===== config.mk =====
export PLATFORM = sky130hd
export DESIGN_NAME = dmaRingTop
export DESIGN_NICKNAME = d
export VERILOG_FILES = /design/src/hdl/dmaRingPkg.sv /design/src/hdl/dmaRingTop.sv /design/src/hdl/ringDrainer.sv /design/src/hdl/blockBuffer.sv /design/src/hdl/ringFetcher.sv /design/src/hdl/axiWriteMaster.sv /design/src/hdl/axiReadMaster.sv
export VERILOG_INCLUDE_DIRS = /design/src /design/src/hdl
export SDC_FILE = /design/constraint.sdc
export NUM_CORES = 1
export LEC_CHECK = 0
export ABC_AREA = 1
export BUFFER_PORTS_ARGS = -buffer_cell sky130_fd_sc_hd__buf_2
export CAP_MARGIN = 20
export CORE_UTILIZATION = 40
export DETAILED_ROUTE_END_ITERATION = 12
export GPL_TIMING_DRIVEN = 0
export HOLD_SLACK_MARGIN = 0.02
export PLACE_DENSITY = 0.67
export RECOVER_POWER = 50
export SYNTH_ARGS = -nofsm -noshare
export SYNTH_HDL_FRONTEND = slang
export SYNTH_SLANG_ARGS = --single-unit

===== constraint.sdc =====
create_clock -name clk -period 14.6 [get_ports clk]
set_clock_uncertainty 0.1 [all_clocks]
set_input_delay 4.38 -clock clk [delete_from_list [all_inputs] [get_ports clk]]
set_output_delay 4.38 -clock clk [all_outputs]
set_load 0.005 [all_outputs]

===== src/hdl/dmaRing_cfg.svh =====
`ifndef DMA_RING_CFG_SVH
`define DMA_RING_CFG_SVH

`define ADDR_W        64
`define DATA_W        128
`define BLOCK_BEATS   4
`define BEAT_STRIDE   64'h10
`define RING_SLOTS    8
`define SLOT_STRIDE   64'h1000
`define IB_RING_BASE  64'h1000
`define OB_RING_BASE  64'h8000
`define PTR_IN_ADDR   64'h10
`define PTR_OUT_ADDR  64'h30
`define POLL_INTERVAL 32

`endif

===== src/hdl/dmaRingPkg.sv =====
`include "dmaRing_cfg.svh"

package dmaRingPkg;

   typedef logic [$clog2(`RING_SLOTS)-1:0]  slotIdx_t;
   typedef logic [$clog2(`BLOCK_BEATS)-1:0] beatIdx_t;

   // Host pointer layout, slot index in bits 15:12
   typedef struct packed {
      logic [`DATA_W-17:0] rsvd;
      logic [3:0]          slot;
      logic [11:0]         zero;
   } ptrWord_t;

   typedef union packed {
      ptrWord_t            ptr;
      logic [`DATA_W-1:0]  data;
   } beatWord_t;

   typedef struct packed {
      logic               valid;
      logic [`ADDR_W-1:0] addr;
   } rdReq_t;

   typedef struct packed {
      logic      done;
      logic      err;
      beatWord_t data;
   } rdRsp_t;

   typedef struct packed {
      logic               valid;
      logic [`ADDR_W-1:0] addr;
      beatWord_t          data;
   } wrReq_t;

   typedef struct packed {
      logic done;
      logic err;
   } wrRsp_t;

   typedef struct packed {
      logic [`ADDR_W-1:0] araddr;
      logic               arvalid;
   } axiAr_t;

   typedef struct packed {
      logic [`DATA_W-1:0] rdata;
      logic [1:0]         rresp;
      logic               rvalid;
   } axiR_t;

   typedef struct packed {
      logic [`ADDR_W-1:0] awaddr;
      logic               awvalid;
   } axiAw_t;

   typedef struct packed {
      logic [`DATA_W-1:0]   wdata;
      logic [`DATA_W/8-1:0] wstrb;
      logic                 wvalid;
   } axiW_t;

   typedef struct packed {
      logic [1:0] bresp;
      logic       bvalid;
   } axiB_t;

endpackage


===== src/hdl/dmaRingTop.sv =====
module dmaRingTop
   import dmaRingPkg::*;
(
   input  logic   clk,
   input  logic   rst_n,
   output axiAr_t ar,
   input  logic   arready,
   input  axiR_t  r,
   output logic   rready,
   output axiAw_t aw,
   input  logic   awready,
   output axiW_t  w,
   input  logic   wready,
   input  axiB_t  b,
   output logic   bready
);

   rdReq_t    rdReq;
   rdRsp_t    rdRsp;
   wrReq_t    wrReq;
   wrRsp_t    wrRsp;
   logic      bufWrEn;
   beatIdx_t  bufWrBeat;
   beatWord_t bufWrData;
   logic      fillDone;
   slotIdx_t  fillSlot;
   logic      bankFree;
   logic      rdEn;
   beatIdx_t  rdBeat;
   beatWord_t rdData;
   logic      bankReady;
   slotIdx_t  readySlot;
   logic      drainDone;

   axiReadMaster uRead (
      .clk     (clk),
      .rst_n   (rst_n),
      .req     (rdReq),
      .rsp     (rdRsp),
      .ar      (ar),
      .arready (arready),
      .r       (r),
      .rready  (rready)
   );

   axiWriteMaster uWrite (
      .clk     (clk),
      .rst_n   (rst_n),
      .req     (wrReq),
      .rsp     (wrRsp),
      .aw      (aw),
      .awready (awready),
      .w       (w),
      .wready  (wready),
      .b       (b),
      .bready  (bready)
   );

   // Producer side
   ringFetcher uFetch (
      .clk       (clk),
      .rst_n     (rst_n),
      .rdReq     (rdReq),
      .rdRsp     (rdRsp),
      .bankFree  (bankFree),
      .bufWrEn   (bufWrEn),
      .bufWrBeat (bufWrBeat),
      .bufWrData (bufWrData),
      .fillDone  (fillDone),
      .fillSlot  (fillSlot)
   );

   blockBuffer uBuf (
      .clk       (clk),
      .rst_n     (rst_n),
      .wrEn      (bufWrEn),
      .wrBeat    (bufWrBeat),
      .wrData    (bufWrData),
      .fillDone  (fillDone),
      .fillSlot  (fillSlot),
      .bankFree  (bankFree),
      .rdEn      (rdEn),
      .rdBeat    (rdBeat),
      .rdData    (rdData),
      .bankReady (bankReady),
      .readySlot (readySlot),
      .drainDone (drainDone)
   );

   // Consumer side
   ringDrainer uDrain (
      .clk       (clk),
      .rst_n     (rst_n),
      .bankReady (bankReady),
      .readySlot (readySlot),
      .rdEn      (rdEn),
      .rdBeat    (rdBeat),
      .rdData    (rdData),
      .drainDone (drainDone),
      .wrReq     (wrReq),
      .wrRsp     (wrRsp)
   );

endmodule


===== src/hdl/ringDrainer.sv =====
`include "dmaRing_cfg.svh"

module ringDrainer
   import dmaRingPkg::*;
(
   input  logic      clk,
   input  logic      rst_n,
   input  logic      bankReady,
   input  slotIdx_t  readySlot,
   output logic      rdEn,
   output beatIdx_t  rdBeat,
   input  beatWord_t rdData,
   output logic      drainDone,
   output wrReq_t    wrReq,
   input  wrRsp_t    wrRsp
);

   typedef enum logic [2:0] {
      stIdle,
      stRead,
      stWrite,
      stPtr,
      stDone
   } drainState_t;

   drainState_t        state;
   beatIdx_t           beat;
   logic               rspOk;
   slotIdx_t           nextSlot;
   beatWord_t          ptrBeat;
   logic [`ADDR_W-1:0] beatAddr;

   assign rspOk    = wrRsp.done && !wrRsp.err;
   assign nextSlot = (readySlot == slotIdx_t'(`RING_SLOTS - 1)) ? '0 : readySlot + 1'b1;
   assign beatAddr = `OB_RING_BASE + `ADDR_W'(readySlot) * `SLOT_STRIDE
                     + `ADDR_W'(beat) * `BEAT_STRIDE;

   always_comb begin
      ptrBeat          = '0;
      ptrBeat.ptr.slot = 4'(nextSlot);
   end

   always_ff @(posedge clk or negedge rst_n) begin
      if (!rst_n) begin
         state <= stIdle;
         beat  <= '0;
      end else begin
         case (state)
            stIdle: begin
               if (bankReady) begin
                  beat  <= '0;
                  state <= stRead;
               end
            end
            // Buffer data shows up the cycle after the strobe
            stRead: state <= stWrite;
            stWrite: begin
               if (rspOk) begin
                  beat  <= beat + 1'b1;
                  state <= (beat == beatIdx_t'(`BLOCK_BEATS - 1)) ? stPtr : stRead;
               end
            end
            stPtr: begin
               if (rspOk) begin
                  state <= stDone;
               end
            end
            stDone: state <= stIdle;
            default: state <= stIdle;
         endcase
      end
   end

   // rdData holds until the next strobe, so the payload stays put on retry
   assign wrReq = '{valid: (state == stWrite) || (state == stPtr),
                    addr:  (state == stPtr) ? `PTR_OUT_ADDR : beatAddr,
                    data:  (state == stPtr) ? ptrBeat : rdData};

   assign rdEn      = (state == stRead);
   assign rdBeat    = beat;
   assign drainDone = (state == stDone);

endmodule


===== src/hdl/blockBuffer.sv =====
`include "dmaRing_cfg.svh"

module blockBuffer
   import dmaRingPkg::*;
(
   input  logic      clk,
   input  logic      rst_n,
   input  logic      wrEn,
   input  beatIdx_t  wrBeat,
   input  beatWord_t wrData,
   input  logic      fillDone,
   input  slotIdx_t  fillSlot,
   output logic      bankFree,
   input  logic      rdEn,
   input  beatIdx_t  rdBeat,
   output beatWord_t rdData,
   output logic      bankReady,
   output slotIdx_t  readySlot,
   input  logic      drainDone
);

   beatWord_t  mem [2][`BLOCK_BEATS];
   slotIdx_t   tag [2];
   logic [1:0] full;
   logic       fillBank;
   logic       drainBank;

   // Banks are taken in turn on both sides, so block order holds
   always_ff @(posedge clk or negedge rst_n) begin
      if (!rst_n) begin
         full      <= 2'b00;
         fillBank  <= 1'b0;
         drainBank <= 1'b0;
      end else begin
         if (fillDone) begin
            full[fillBank] <= 1'b1;
            fillBank       <= ~fillBank;
         end
         if (drainDone) begin
            full[drainBank] <= 1'b0;
            drainBank       <= ~drainBank;
         end
      end
   end

   always_ff @(posedge clk) begin
      if (wrEn) begin
         mem[fillBank][wrBeat] <= wrData;
      end
      if (fillDone) begin
         tag[fillBank] <= fillSlot;
      end
      if (rdEn) begin
         rdData <= mem[drainBank][rdBeat];
      end
   end

   assign bankFree  = !full[fillBank];
   assign bankReady = full[drainBank];
   assign readySlot = tag[drainBank];

endmodule


===== src/hdl/ringFetcher.sv =====
`include "dmaRing_cfg.svh"

module ringFetcher
   import dmaRingPkg::*;
(
   input  logic      clk,
   input  logic      rst_n,
   output rdReq_t    rdReq,
   input  rdRsp_t    rdRsp,
   input  logic      bankFree,
   output logic      bufWrEn,
   output beatIdx_t  bufWrBeat,
   output beatWord_t bufWrData,
   output logic      fillDone,
   output slotIdx_t  fillSlot
);

   typedef enum logic [1:0] {
      stIdle,
      stPoll,
      stFetch,
      stDone
   } fetchState_t;

   fetchState_t                       state;
   logic [$clog2(`POLL_INTERVAL)-1:0] pollCnt;
   logic                              pollExpired;
   slotIdx_t                          fetchSlot;
   beatIdx_t                          beat;
   logic                              rspOk;
   logic [`ADDR_W-1:0]                beatAddr;

   assign pollExpired = (pollCnt == ($clog2(`POLL_INTERVAL))'(`POLL_INTERVAL - 1));
   assign rspOk       = rdRsp.done && !rdRsp.err;
   assign beatAddr    = `IB_RING_BASE + `ADDR_W'(fetchSlot) * `SLOT_STRIDE
                        + `ADDR_W'(beat) * `BEAT_STRIDE;

   always_ff @(posedge clk or negedge rst_n) begin
      if (!rst_n) begin
         state     <= stIdle;
         pollCnt   <= '0;
         fetchSlot <= '0;
         beat      <= '0;
      end else begin
         pollCnt <= pollExpired ? '0 : pollCnt + 1'b1;
         case (state)
            stIdle: begin
               if (pollExpired && bankFree) begin
                  state <= stPoll;
               end
            end
            stPoll: begin
               // Same slot as ours means the host has nothing new
               if (rspOk) begin
                  beat  <= '0;
                  state <= (rdRsp.data.ptr.slot != 4'(fetchSlot)) ? stFetch : stIdle;
               end
            end
            stFetch: begin
               if (rspOk) begin
                  beat <= beat + 1'b1;
                  if (beat == beatIdx_t'(`BLOCK_BEATS - 1)) begin
                     state <= stDone;
                  end
               end
            end
            stDone: begin
               fetchSlot <= (fetchSlot == slotIdx_t'(`RING_SLOTS - 1)) ? '0 : fetchSlot + 1'b1;
               state     <= stIdle;
            end
            default: state <= stIdle;
         endcase
      end
   end

   // Error response leaves valid and address as they are, so the read repeats
   assign rdReq = '{valid: (state == stPoll) || (state == stFetch),
                    addr:  (state == stPoll) ? `PTR_IN_ADDR : beatAddr};

   assign bufWrEn   = (state == stFetch) && rspOk;
   assign bufWrBeat = beat;
   assign bufWrData = rdRsp.data;
   assign fillDone  = (state == stDone);
   assign fillSlot  = fetchSlot;

endmodule


===== src/hdl/axiWriteMaster.sv =====
`include "dmaRing_cfg.svh"

module axiWriteMaster
   import dmaRingPkg::*;
(
   input  logic   clk,
   input  logic   rst_n,
   input  wrReq_t req,
   output wrRsp_t rsp,
   output axiAw_t aw,
   input  logic   awready,
   output axiW_t  w,
   input  logic   wready,
   input  axiB_t  b,
   output logic   bready
);

   typedef enum logic [1:0] {
      stIdle,
      stSend,
      stResp
   } wrState_t;

   wrState_t           state;
   logic               awValid;
   logic               wValid;
   logic [`ADDR_W-1:0] awAddr;
   logic [`DATA_W-1:0] wData;
   logic               rspDone;
   logic               rspErr;
   logic               take;
   logic               awSent;
   logic               wSent;

   assign take = (state == stIdle) && req.valid && !rspDone;

   // Channel counts as sent once its valid is low or being accepted now
   assign awSent = !awValid || awready;
   assign wSent  = !wValid || wready;

   always_ff @(posedge clk or negedge rst_n) begin
      if (!rst_n) begin
         state   <= stIdle;
         awValid <= 1'b0;
         wValid  <= 1'b0;
         bready  <= 1'b0;
         rspDone <= 1'b0;
         rspErr  <= 1'b0;
      end else begin
         rspDone <= 1'b0;
         case (state)
            stIdle: begin
               if (take) begin
                  awValid <= 1'b1;
                  wValid  <= 1'b1;
                  state   <= stSend;
               end
            end
            stSend: begin
               if (awValid && awready) begin
                  awValid <= 1'b0;
               end
               if (wValid && wready) begin
                  wValid <= 1'b0;
               end
               if (awSent && wSent) begin
                  bready <= 1'b1;
                  state  <= stResp;
               end
            end
            stResp: begin
               if (b.bvalid) begin
                  bready  <= 1'b0;
                  rspDone <= 1'b1;
                  rspErr  <= (b.bresp != 2'b00);
                  state   <= stIdle;
               end
            end
            default: state <= stIdle;
         endcase
      end
   end

   always_ff @(posedge clk) begin
      if (take) begin
         awAddr <= req.addr;
         wData  <= req.data;
      end
   end

   assign aw  = '{awaddr: awAddr, awvalid: awValid};
   assign w   = '{wdata: wData, wstrb: '1, wvalid: wValid};
   assign rsp = '{done: rspDone, err: rspErr};

endmodule


===== src/hdl/axiReadMaster.sv =====
`include "dmaRing_cfg.svh"

module axiReadMaster
   import dmaRingPkg::*;
(
   input  logic   clk,
   input  logic   rst_n,
   input  rdReq_t req,
   output rdRsp_t rsp,
   output axiAr_t ar,
   input  logic   arready,
   input  axiR_t  r,
   output logic   rready
);

   typedef enum logic [1:0] {
      stIdle,
      stAddr,
      stData
   } rdState_t;

   rdState_t           state;
   logic               arValid;
   logic [`ADDR_W-1:0] arAddr;
   logic               rspDone;
   logic               rspErr;
   beatWord_t          rspData;
   logic               take;
   logic               rDone;

   // Request still held in its done cycle is not taken twice
   assign take  = (state == stIdle) && req.valid && !rspDone;
   assign rDone = (state == stData) && r.rvalid;

   always_ff @(posedge clk or negedge rst_n) begin
      if (!rst_n) begin
         state   <= stIdle;
         arValid <= 1'b0;
         rready  <= 1'b0;
         rspDone <= 1'b0;
         rspErr  <= 1'b0;
      end else begin
         rspDone <= 1'b0;
         case (state)
            stIdle: begin
               if (take) begin
                  arValid <= 1'b1;
                  state   <= stAddr;
               end
            end
            stAddr: begin
               if (arready) begin
                  arValid <= 1'b0;
                  rready  <= 1'b1;
                  state   <= stData;
               end
            end
            stData: begin
               if (r.rvalid) begin
                  rready  <= 1'b0;
                  rspDone <= 1'b1;
                  rspErr  <= (r.rresp != 2'b00);
                  state   <= stIdle;
               end
            end
            default: state <= stIdle;
         endcase
      end
   end

   always_ff @(posedge clk) begin
      if (take) begin
         arAddr <= req.addr;
      end
      if (rDone) begin
         rspData.data <= r.rdata;
      end
   end

   assign ar  = '{araddr: arAddr, arvalid: arValid};
   assign rsp = '{done: rspDone, err: rspErr, data: rspData};

endmodule


==> results of run 1 <==
-- per-layer routing --
layer | up-vias | track usage [%] | part of all wire, %
met2 | 1580 | 32.12 | 48
met3 | 255 | 4.594 | 8.5
li1 | 15170 | - | -
met4 | 4 | 8.044 | 3.2
met5 | - | 0 | 0.012
met1 | 16200 | 26.30 | 41
-- registers in the layout, indices dropped and copies added, names as in the netlist, 5 cells and up, named ones only --
| register | flops |
|---|---|
| uWrite.awAddr | 6 |
| uFetch.pollCnt | 5 |
| uRead.arAddr | 6 |
| uBuf.rdData | 128 |
| uBuf.mem | 1024 |
| uWrite.wData | 128 |
| uBuf.tag | 6 |
| uRead.rspData | 128 |
-- power by group --
group	switching, mW	internal [mW]	leakage, nW
clock network	1.58	2.11	2.31
registers	0.194	5.22	13.3
logic	1.75	0.682	7.78
total	3.52	8.02	23.4
-- per-stage QoR --
stage / cells / total power [mW]
4_1_cts: 6467 / 11.64
2_1_floorplan: 4075 / 6.843
6_report: 6470 / 11.54
3_5_place_dp: 6189 / 7.957
5_1_grt: 6468 / 12.06
3_3_place_gp: 6139 / 7.966
-- how the worst max path moves through the flow --
| stage | start | slack, ns | end | cells past startpoint |
|---|---|---|---|---|
| final | uWrite.wData[55]$_SDFFCE_PP0P_ | 8.61 | w[72] | 1 |
| after global routing | uDrain.state[2]$_DFFE_PN0P_ | 8.35 | uBuf.rdData[70]$_DFFE_PP_ | 5 |
| after CTS | uWrite.wData[53]$_SDFFCE_PP0P_ | 8.57 | w[70] | 1 |
| after detailed placement | r[0] | 8.23 | uRead.rspData[73]$_DFFE_PP_ | 4 |
| after global placement | uFetch.state[0]$_DFFE_PN0P_ | 1.89 | uBuf.mem[1][329]$_DFFE_PP_ | 6 |
| after floorplan | r[0] | 6.44 | uRead.rspErr$_DFFE_PN0P_ | 3 |
-- Yosys cell counts (2+ instances only) --
master       n  area share [%]
edfxtp_1  1426              78
conb_1       2           0.014
buf_4      140             1.9
o21ai_1      9           0.082
nor2_1     671             4.6
buf_1        6           0.041
nand3_1     18            0.16
buf_2       49            0.44
nor3_1       2           0.018
nand2_1    447             3.0
ha_1        15            0.34
or2_2        3           0.034
o21ai_0    520             4.7
o31ai_1      2           0.027
inv_1      172             1.2
dfrtp_1     34             1.5
a21oi_1      6           0.054
clkbuf_1   142            0.97
clkbuf_2     2           0.018
buf_6       11            0.22
xor2_1       2           0.032
o22ai_1    259             2.9
-- area by class of cell --
type	instances	area, um2
Clock inverter	85	706.9
Multi-Input combinational cell	2092	9389
Sequential cell	1460	43670
Tap cell	1781	2228
Antenna cell	3	7.507
Fill cell	11660	71190
Clock buffer	193	4021
Buffer	350	1966
Inverter	173	650.6
Timing Repair Buffer	333	2315
-- kinds of logic after synthesis --
group | count (synthesis)
compound gates | 797
xor+xnor | 2
fa+ha+maj | 15
buf+inv | 523
flops | 1460
other cells | 2
simple gates | 1146
==> flow_metrics.env, run 1 <==
export IMPL_first_iter_violations=3432
export IMPL_p_per_area_nw_per_um2=177.7
export IMPL_max_stage_delay_ns=0.53
export IMPL_syn_inst=3945
export IMPL_cts_htree_levels=4
export IMPL_drv_slew=364
export IMPL_synth_compound_area_share_pct=7.829
export IMPL_placeableCoreArea_um2=136100
export IMPL_leakagePower_nw=23.43
export IMPL_worstReg2RegEnd="uBuf.rdData[68]$_DFFE_PP_"
export IMPL_clk_path_buf_depth=3
export IMPL_drc=0
export IMPL_port_buffers=283
export IMPL_worstSetupEndpointType="output port"
export IMPL_vias_per_cell=5.133
export IMPL_reg2reg_slack_ns=8.92
export IMPL_grt_max_degree=78
export IMPL_cts_tree="built"
export IMPL_dp_slack_ns=8.227
export IMPL_period_needed_ns=5.986
export IMPL_max_freq_ghz=0.1671
export IMPL_boundaryPins=416
export IMPL_nets=4716
export IMPL_required_ns=10.12
export IMPL_yosys_area_share_simple_pct=7.878
export IMPL_cpLargestDelayFamily="flip-flops"
export IMPL_grt_pass1_wl_um=207000
export IMPL_reg2reg_from="uDrain.state[2]$_DFFE_PN0P_"
export IMPL_grt_use_total_pct=20.01
export IMPL_muxShareOfSynthArea_pct=0
export IMPL_mostFrequentLayoutCells="edfxtp_1 (1426), nor2_1 (669), o21ai_0 (520), nand2_1 (447), buf_2 (321)"
export IMPL_cts_setup_buffers=0
export IMPL_synth_edf_count=1426
export IMPL_worstSkewPairLatency_ns=0.79
export IMPL_placed_area_um2=60470
export IMPL_synth_top_family_by_area="simple AND/OR/NAND/NOR gates"
export IMPL_synth_xor_area_share_pct=0.03174
export IMPL_synthToLayoutAreaGrowth_pct=17.70
export IMPL_ys_seq_area_share_pct=79.13
export IMPL_criticalPathCategory="register to output port"
export IMPL_wl_per_cell_um=21.87
export IMPL_synth_cell_types=29
export IMPL_reg2reg_depth=5
export IMPL_critPathBufInv=1
export IMPL_numClockSinks=1460
export IMPL_rsz0062_at_grt="no"
export IMPL_violations="capacitance limit, slew limit"
export IMPL_die_area_um2=139500
export IMPL_hold_depth=1
export IMPL_chipHeight_um=373.4
export IMPL_holdBufCountCts=0
export IMPL_gp_congestion=0.7891
export IMPL_cts_resized=0
export IMPL_antenna_found_initial=9
export IMPL_yosys_most_used_dff="edfxtp_1"
export IMPL_via_count=33210
export IMPL_hold_viol_final=0
export IMPL_synth_area_per_cell_um2=13.99
export IMPL_tns_ns=0
export IMPL_critPathLaunchType="register"
export IMPL_firstDrtPassIters=5
export IMPL_die_w_um=373.4
export IMPL_layout_worst_path_cycle_share_pct=41.00
export IMPL_grt_pass1_vias=32290
export IMPL_drive_above_1_share_pct=15.58
export IMPL_fin_util_pct=47.71
export IMPL_initial_core_util_pct=40.54
export IMPL_status="complete, but fails checks"
export IMPL_cts_root_buffer="clkbuf_16"
export IMPL_setup_viol=0
export IMPL_worstHoldPathType="register to register"
export IMPL_holdWs_ns=0.3684
export IMPL_yosys_warnings=0
export IMPL_synthArstFlopShare_pct=2.329
export IMPL_wl_um=141500
export IMPL_synth_adder_area_share_pct=0.3401
export IMPL_clk_pin_slew_worst_paths_ns=0.06
export IMPL_hold_end="uFetch.pollCnt[0]$_DFF_PN0_"
export IMPL_critical_path_peak_fanout=1
export IMPL_critPathArrivalTime_ns=1.51
export IMPL_cap_violations=15
export IMPL_dp_hpwl_um=90010
export IMPL_layout_commonest_cell="edfxtp_1"
export IMPL_fin_area_um2=64960
export IMPL_ys_ff_latch=1460
export IMPL_syn_area_um2=55190
export IMPL_overflow=0
export IMPL_slowest_stage="edfxtp_1"
export IMPL_rows=135
export IMPL_min_from="uFetch.pollCnt[0]$_DFF_PN0_"
export IMPL_path_cells="buf_2"
export IMPL_cts_buffers_inserted=152
export IMPL_postRouteAntennaNets=0
export IMPL_worst_slack_ns=8.614
export IMPL_worst_pin_slew_ns=2.913
export IMPL_relSlewSlack_pct=-95.27
export IMPL_ir_worst_vdd_mv=0.1423
(Power assumes the default switching activity.)
==> run 2: changes to the inputs <==
--- a/config.mk
+++ b/config.mk
@@ -13,7 +13,7 @@
 export DETAILED_ROUTE_END_ITERATION = 12
 export GPL_TIMING_DRIVEN = 0
 export HOLD_SLACK_MARGIN = 0.02
-export PLACE_DENSITY = 0.67
+export PLACE_DENSITY = 0.69
 export RECOVER_POWER = 50
 export SYNTH_ARGS = -nofsm -noshare
 export SYNTH_HDL_FRONTEND = slang
==> constraint.sdc (replaced) <==
create_clock -name clk -period 4.79 [get_ports clk]
set_clock_uncertainty 0.1 [all_clocks]
set_input_delay 1.437 -clock clk [delete_from_list [all_inputs] [get_ports clk]]
set_output_delay 1.437 -clock clk [all_outputs]
set_load 0.005 [all_outputs]
==> run 2 against run 1 <==
- the run still ends with capacitance limit, slew limit left
- worst hold slack lost 0.0035 ns
- non-clock buffer count is the same
- register-to-register slack lost 7.8 ns
- clock-buffer cell count shrank 10
- first-iteration DRC count grew 7.5%
- total power grew to 3.1 times the previous value
- final cell count is essentially flat
- largest cell class unchanged
- largest power group unchanged
==> flow_metrics.env, run 2 (synthesis gave the netlist of run 1 again) <==
export IMPL_postRouteAntennaNets=0
export IMPL_worstHoldPathType="register to register"
export IMPL_nFillCells=11630
export IMPL_tns_ns=0
export IMPL_min_from="uFetch.pollCnt[0]$_DFF_PN0_"
export IMPL_max_stage_delay_ns=1.44
export IMPL_critPathArrivalTime_ns=4.08
export IMPL_layout_worst_path_cycle_share_pct=77.37
export IMPL_rsz0062_at_grt="no"
export IMPL_reg2reg_from="uDrain.state[2]$_DFFE_PN0P_"
export IMPL_worst_pin_slew_ns=2.552
export IMPL_initial_core_util_pct=40.54
export IMPL_via_count=33240
export IMPL_critPathBufInv=3
export IMPL_criticalPathCategory="register to register"
export IMPL_max_freq_ghz=0.2698
export IMPL_cpLargestDelayFamily="buffers and inverters"
export IMPL_fin_util_pct=47.82
export IMPL_gp_congestion=0.7804
export IMPL_layout_commonest_cell="edfxtp_1"
export IMPL_worstSkewPairLatency_ns=0.79
export IMPL_synthToLayoutAreaGrowth_pct=17.97
export IMPL_dp_hpwl_um=89980
export IMPL_overflow=0
export IMPL_die_area_um2=139500
export IMPL_worst_slack_ns=1.084
export IMPL_drive_above_1_share_pct=14.80
export IMPL_relSlewSlack_pct=-70.11
export IMPL_p_per_area_nw_per_um2=542.5
export IMPL_cap_violations=5
export IMPL_antenna_found_initial=12
export IMPL_status="complete, but fails checks"
export IMPL_setup_viol=0
export IMPL_period_needed_ns=3.706
export IMPL_vias_per_cell=5.142
export IMPL_ir_worst_vdd_mv=0.3693
export IMPL_wl_per_cell_um=21.84
export IMPL_grt_max_degree=79
export IMPL_firstDrtPassIters=5
export IMPL_rows=135
export IMPL_mostFrequentLayoutCells="edfxtp_1 (1426), nor2_1 (664), o21ai_0 (520), nand2_1 (447), buf_2 (277)"
export IMPL_clk_path_buf_depth=3
export IMPL_placeableCoreArea_um2=136100
export IMPL_chipHeight_um=373.4
export IMPL_numClockSinks=1460
export IMPL_boundaryPins=416
export IMPL_cts_resized=0
export IMPL_dp_slack_ns=1.646
export IMPL_port_buffers=283
export IMPL_clk_pin_slew_worst_paths_ns=0.06
export IMPL_required_ns=5.17
export IMPL_grt_use_total_pct=19.98
export IMPL_wl_um=141200
export IMPL_hold_end="uFetch.pollCnt[0]$_DFF_PN0_"
export IMPL_drv_slew=150
export IMPL_slowest_stage="clkbuf_1"
export IMPL_first_iter_violations=3688
export IMPL_violations="capacitance limit, slew limit"
export IMPL_worstSetupEndpointType="register"
export IMPL_cts_setup_buffers=0
export IMPL_leakagePower_nw=23.36
export IMPL_grt_pass1_vias=32460
export IMPL_holdBufCountCts=0
export IMPL_reg2reg_slack_ns=1.08
export IMPL_top_register="uBuf.mem"
export IMPL_critical_path_peak_fanout=20
export IMPL_cts_htree_levels=4
export IMPL_hold_depth=1
export IMPL_worstReg2RegEnd="uBuf.rdData[78]$_DFFE_PP_"
export IMPL_reg2reg_depth=5
export IMPL_cts_root_buffer="clkbuf_16"
export IMPL_cts_tree="built"
export IMPL_nets=4715
export IMPL_cts_buffers_inserted=151
export IMPL_grt_pass1_wl_um=206100
export IMPL_hold_viol_final=0
export IMPL_path_cells="inv_1, nand2_1, nor2_1, clkbuf_1, buf_16"
export IMPL_largest_reg_flops=1024
export IMPL_drc=0
export IMPL_die_w_um=373.4
export IMPL_critPathLaunchType="register"
[run 2: cell count changes in the layout (fill, tap and decap cells not counted), moves of 2 or more]
cell / change
buf_16: +2
clkinv_2: -14
inv_16: +4
clkbuf_16: -3
clkbuf_1: +29
buf_2: -44
clkinv_1: +9
inv_6: +4
clkbuf_8: +2
clkinvlp_4: +2
buf_12: +4
nor2_1: -5
nor2_4: +5
[run 2: report_power, final]
part	switching, mW	leakage (nW)	total [mW]	internal [mW]
combinational	5.33	7.71	7.44	2.11
clock	4.96	2.31	11.4	6.45
sequential	0.579	13.3	16.5	15.9
[run 2: final cells by class]
type | instances | area (um2) | area share [%]
Sequential cell | 1460 | 43670 | 67.08
Multi-Input combinational cell | 2092 | 9422 | 14.47
Clock buffer | 183 | 3940 | 6.052
Timing Repair Buffer | 333 | 2376 | 3.650
Tap cell | 1781 | 2228 | 3.423
Buffer | 350 | 1969 | 3.025
Clock inverter | 91 | 838.3 | 1.288
Inverter | 173 | 654.4 | 1.005
Antenna cell | 2 | 5.005 | 0.007687
[run 2: metrics by stage]
stage          hold slack [ns]  power, mW  std cells  cell area [um2]
3_5_place_dp            0.3573      24.26       6189            60470
2_1_floorplan           0.3329      20.83       4075            55740
4_1_cts                 0.3647      35.64       6463            65250
3_3_place_gp            0.3494      23.81       6139            59380
6_report                0.3649      35.32       6465            65100
5_1_grt                 0.3759      36.81       6463            65100
[run 2: worst register-to-register path, cell delays in order (launching register included)]
cell,delay [ns]
dfrtp_1,0.40
inv_1,0.10
nand2_1,0.07
nor2_1,0.98
clkbuf_1,1.44
buf_16,0.29
[run 2: how the worst max path moves through the flow]
stage | cells after the start | slack [ns] | start | end
after global placement | 3 | -2.28 | uDrain.state[2]$_DFFE_PN0P_ | uBuf.rdData[70]$_DFFE_PP_
after CTS | 9 | 1.62 | uFetch.state[0]$_DFFE_PN0P_ | uBuf.mem[0][59]$_DFFE_PP_
after detailed placement | 9 | 1.65 | uFetch.state[0]$_DFFE_PN0P_ | uBuf.mem[0][71]$_DFFE_PP_
final | 5 | 1.08 | uDrain.state[2]$_DFFE_PN0P_ | uBuf.rdData[78]$_DFFE_PP_
after floorplan | 3 | 0.40 | uDrain.state[2]$_DFFE_PN0P_ | uBuf.rdData[0]$_DFFE_PP_
after global routing | 5 | 0.94 | uDrain.state[2]$_DFFE_PN0P_ | uBuf.rdData[101]$_DFFE_PP_
[run 2: routing by layer]
layer,vias to the layer above,global-route usage (%),wire length (um)
li1,15160,-,-
met1,16180,26.27,57420
met2,1659,32.79,67450
met3,246,3.825,11740
met4,4,7.656,4557
met5,-,0,26
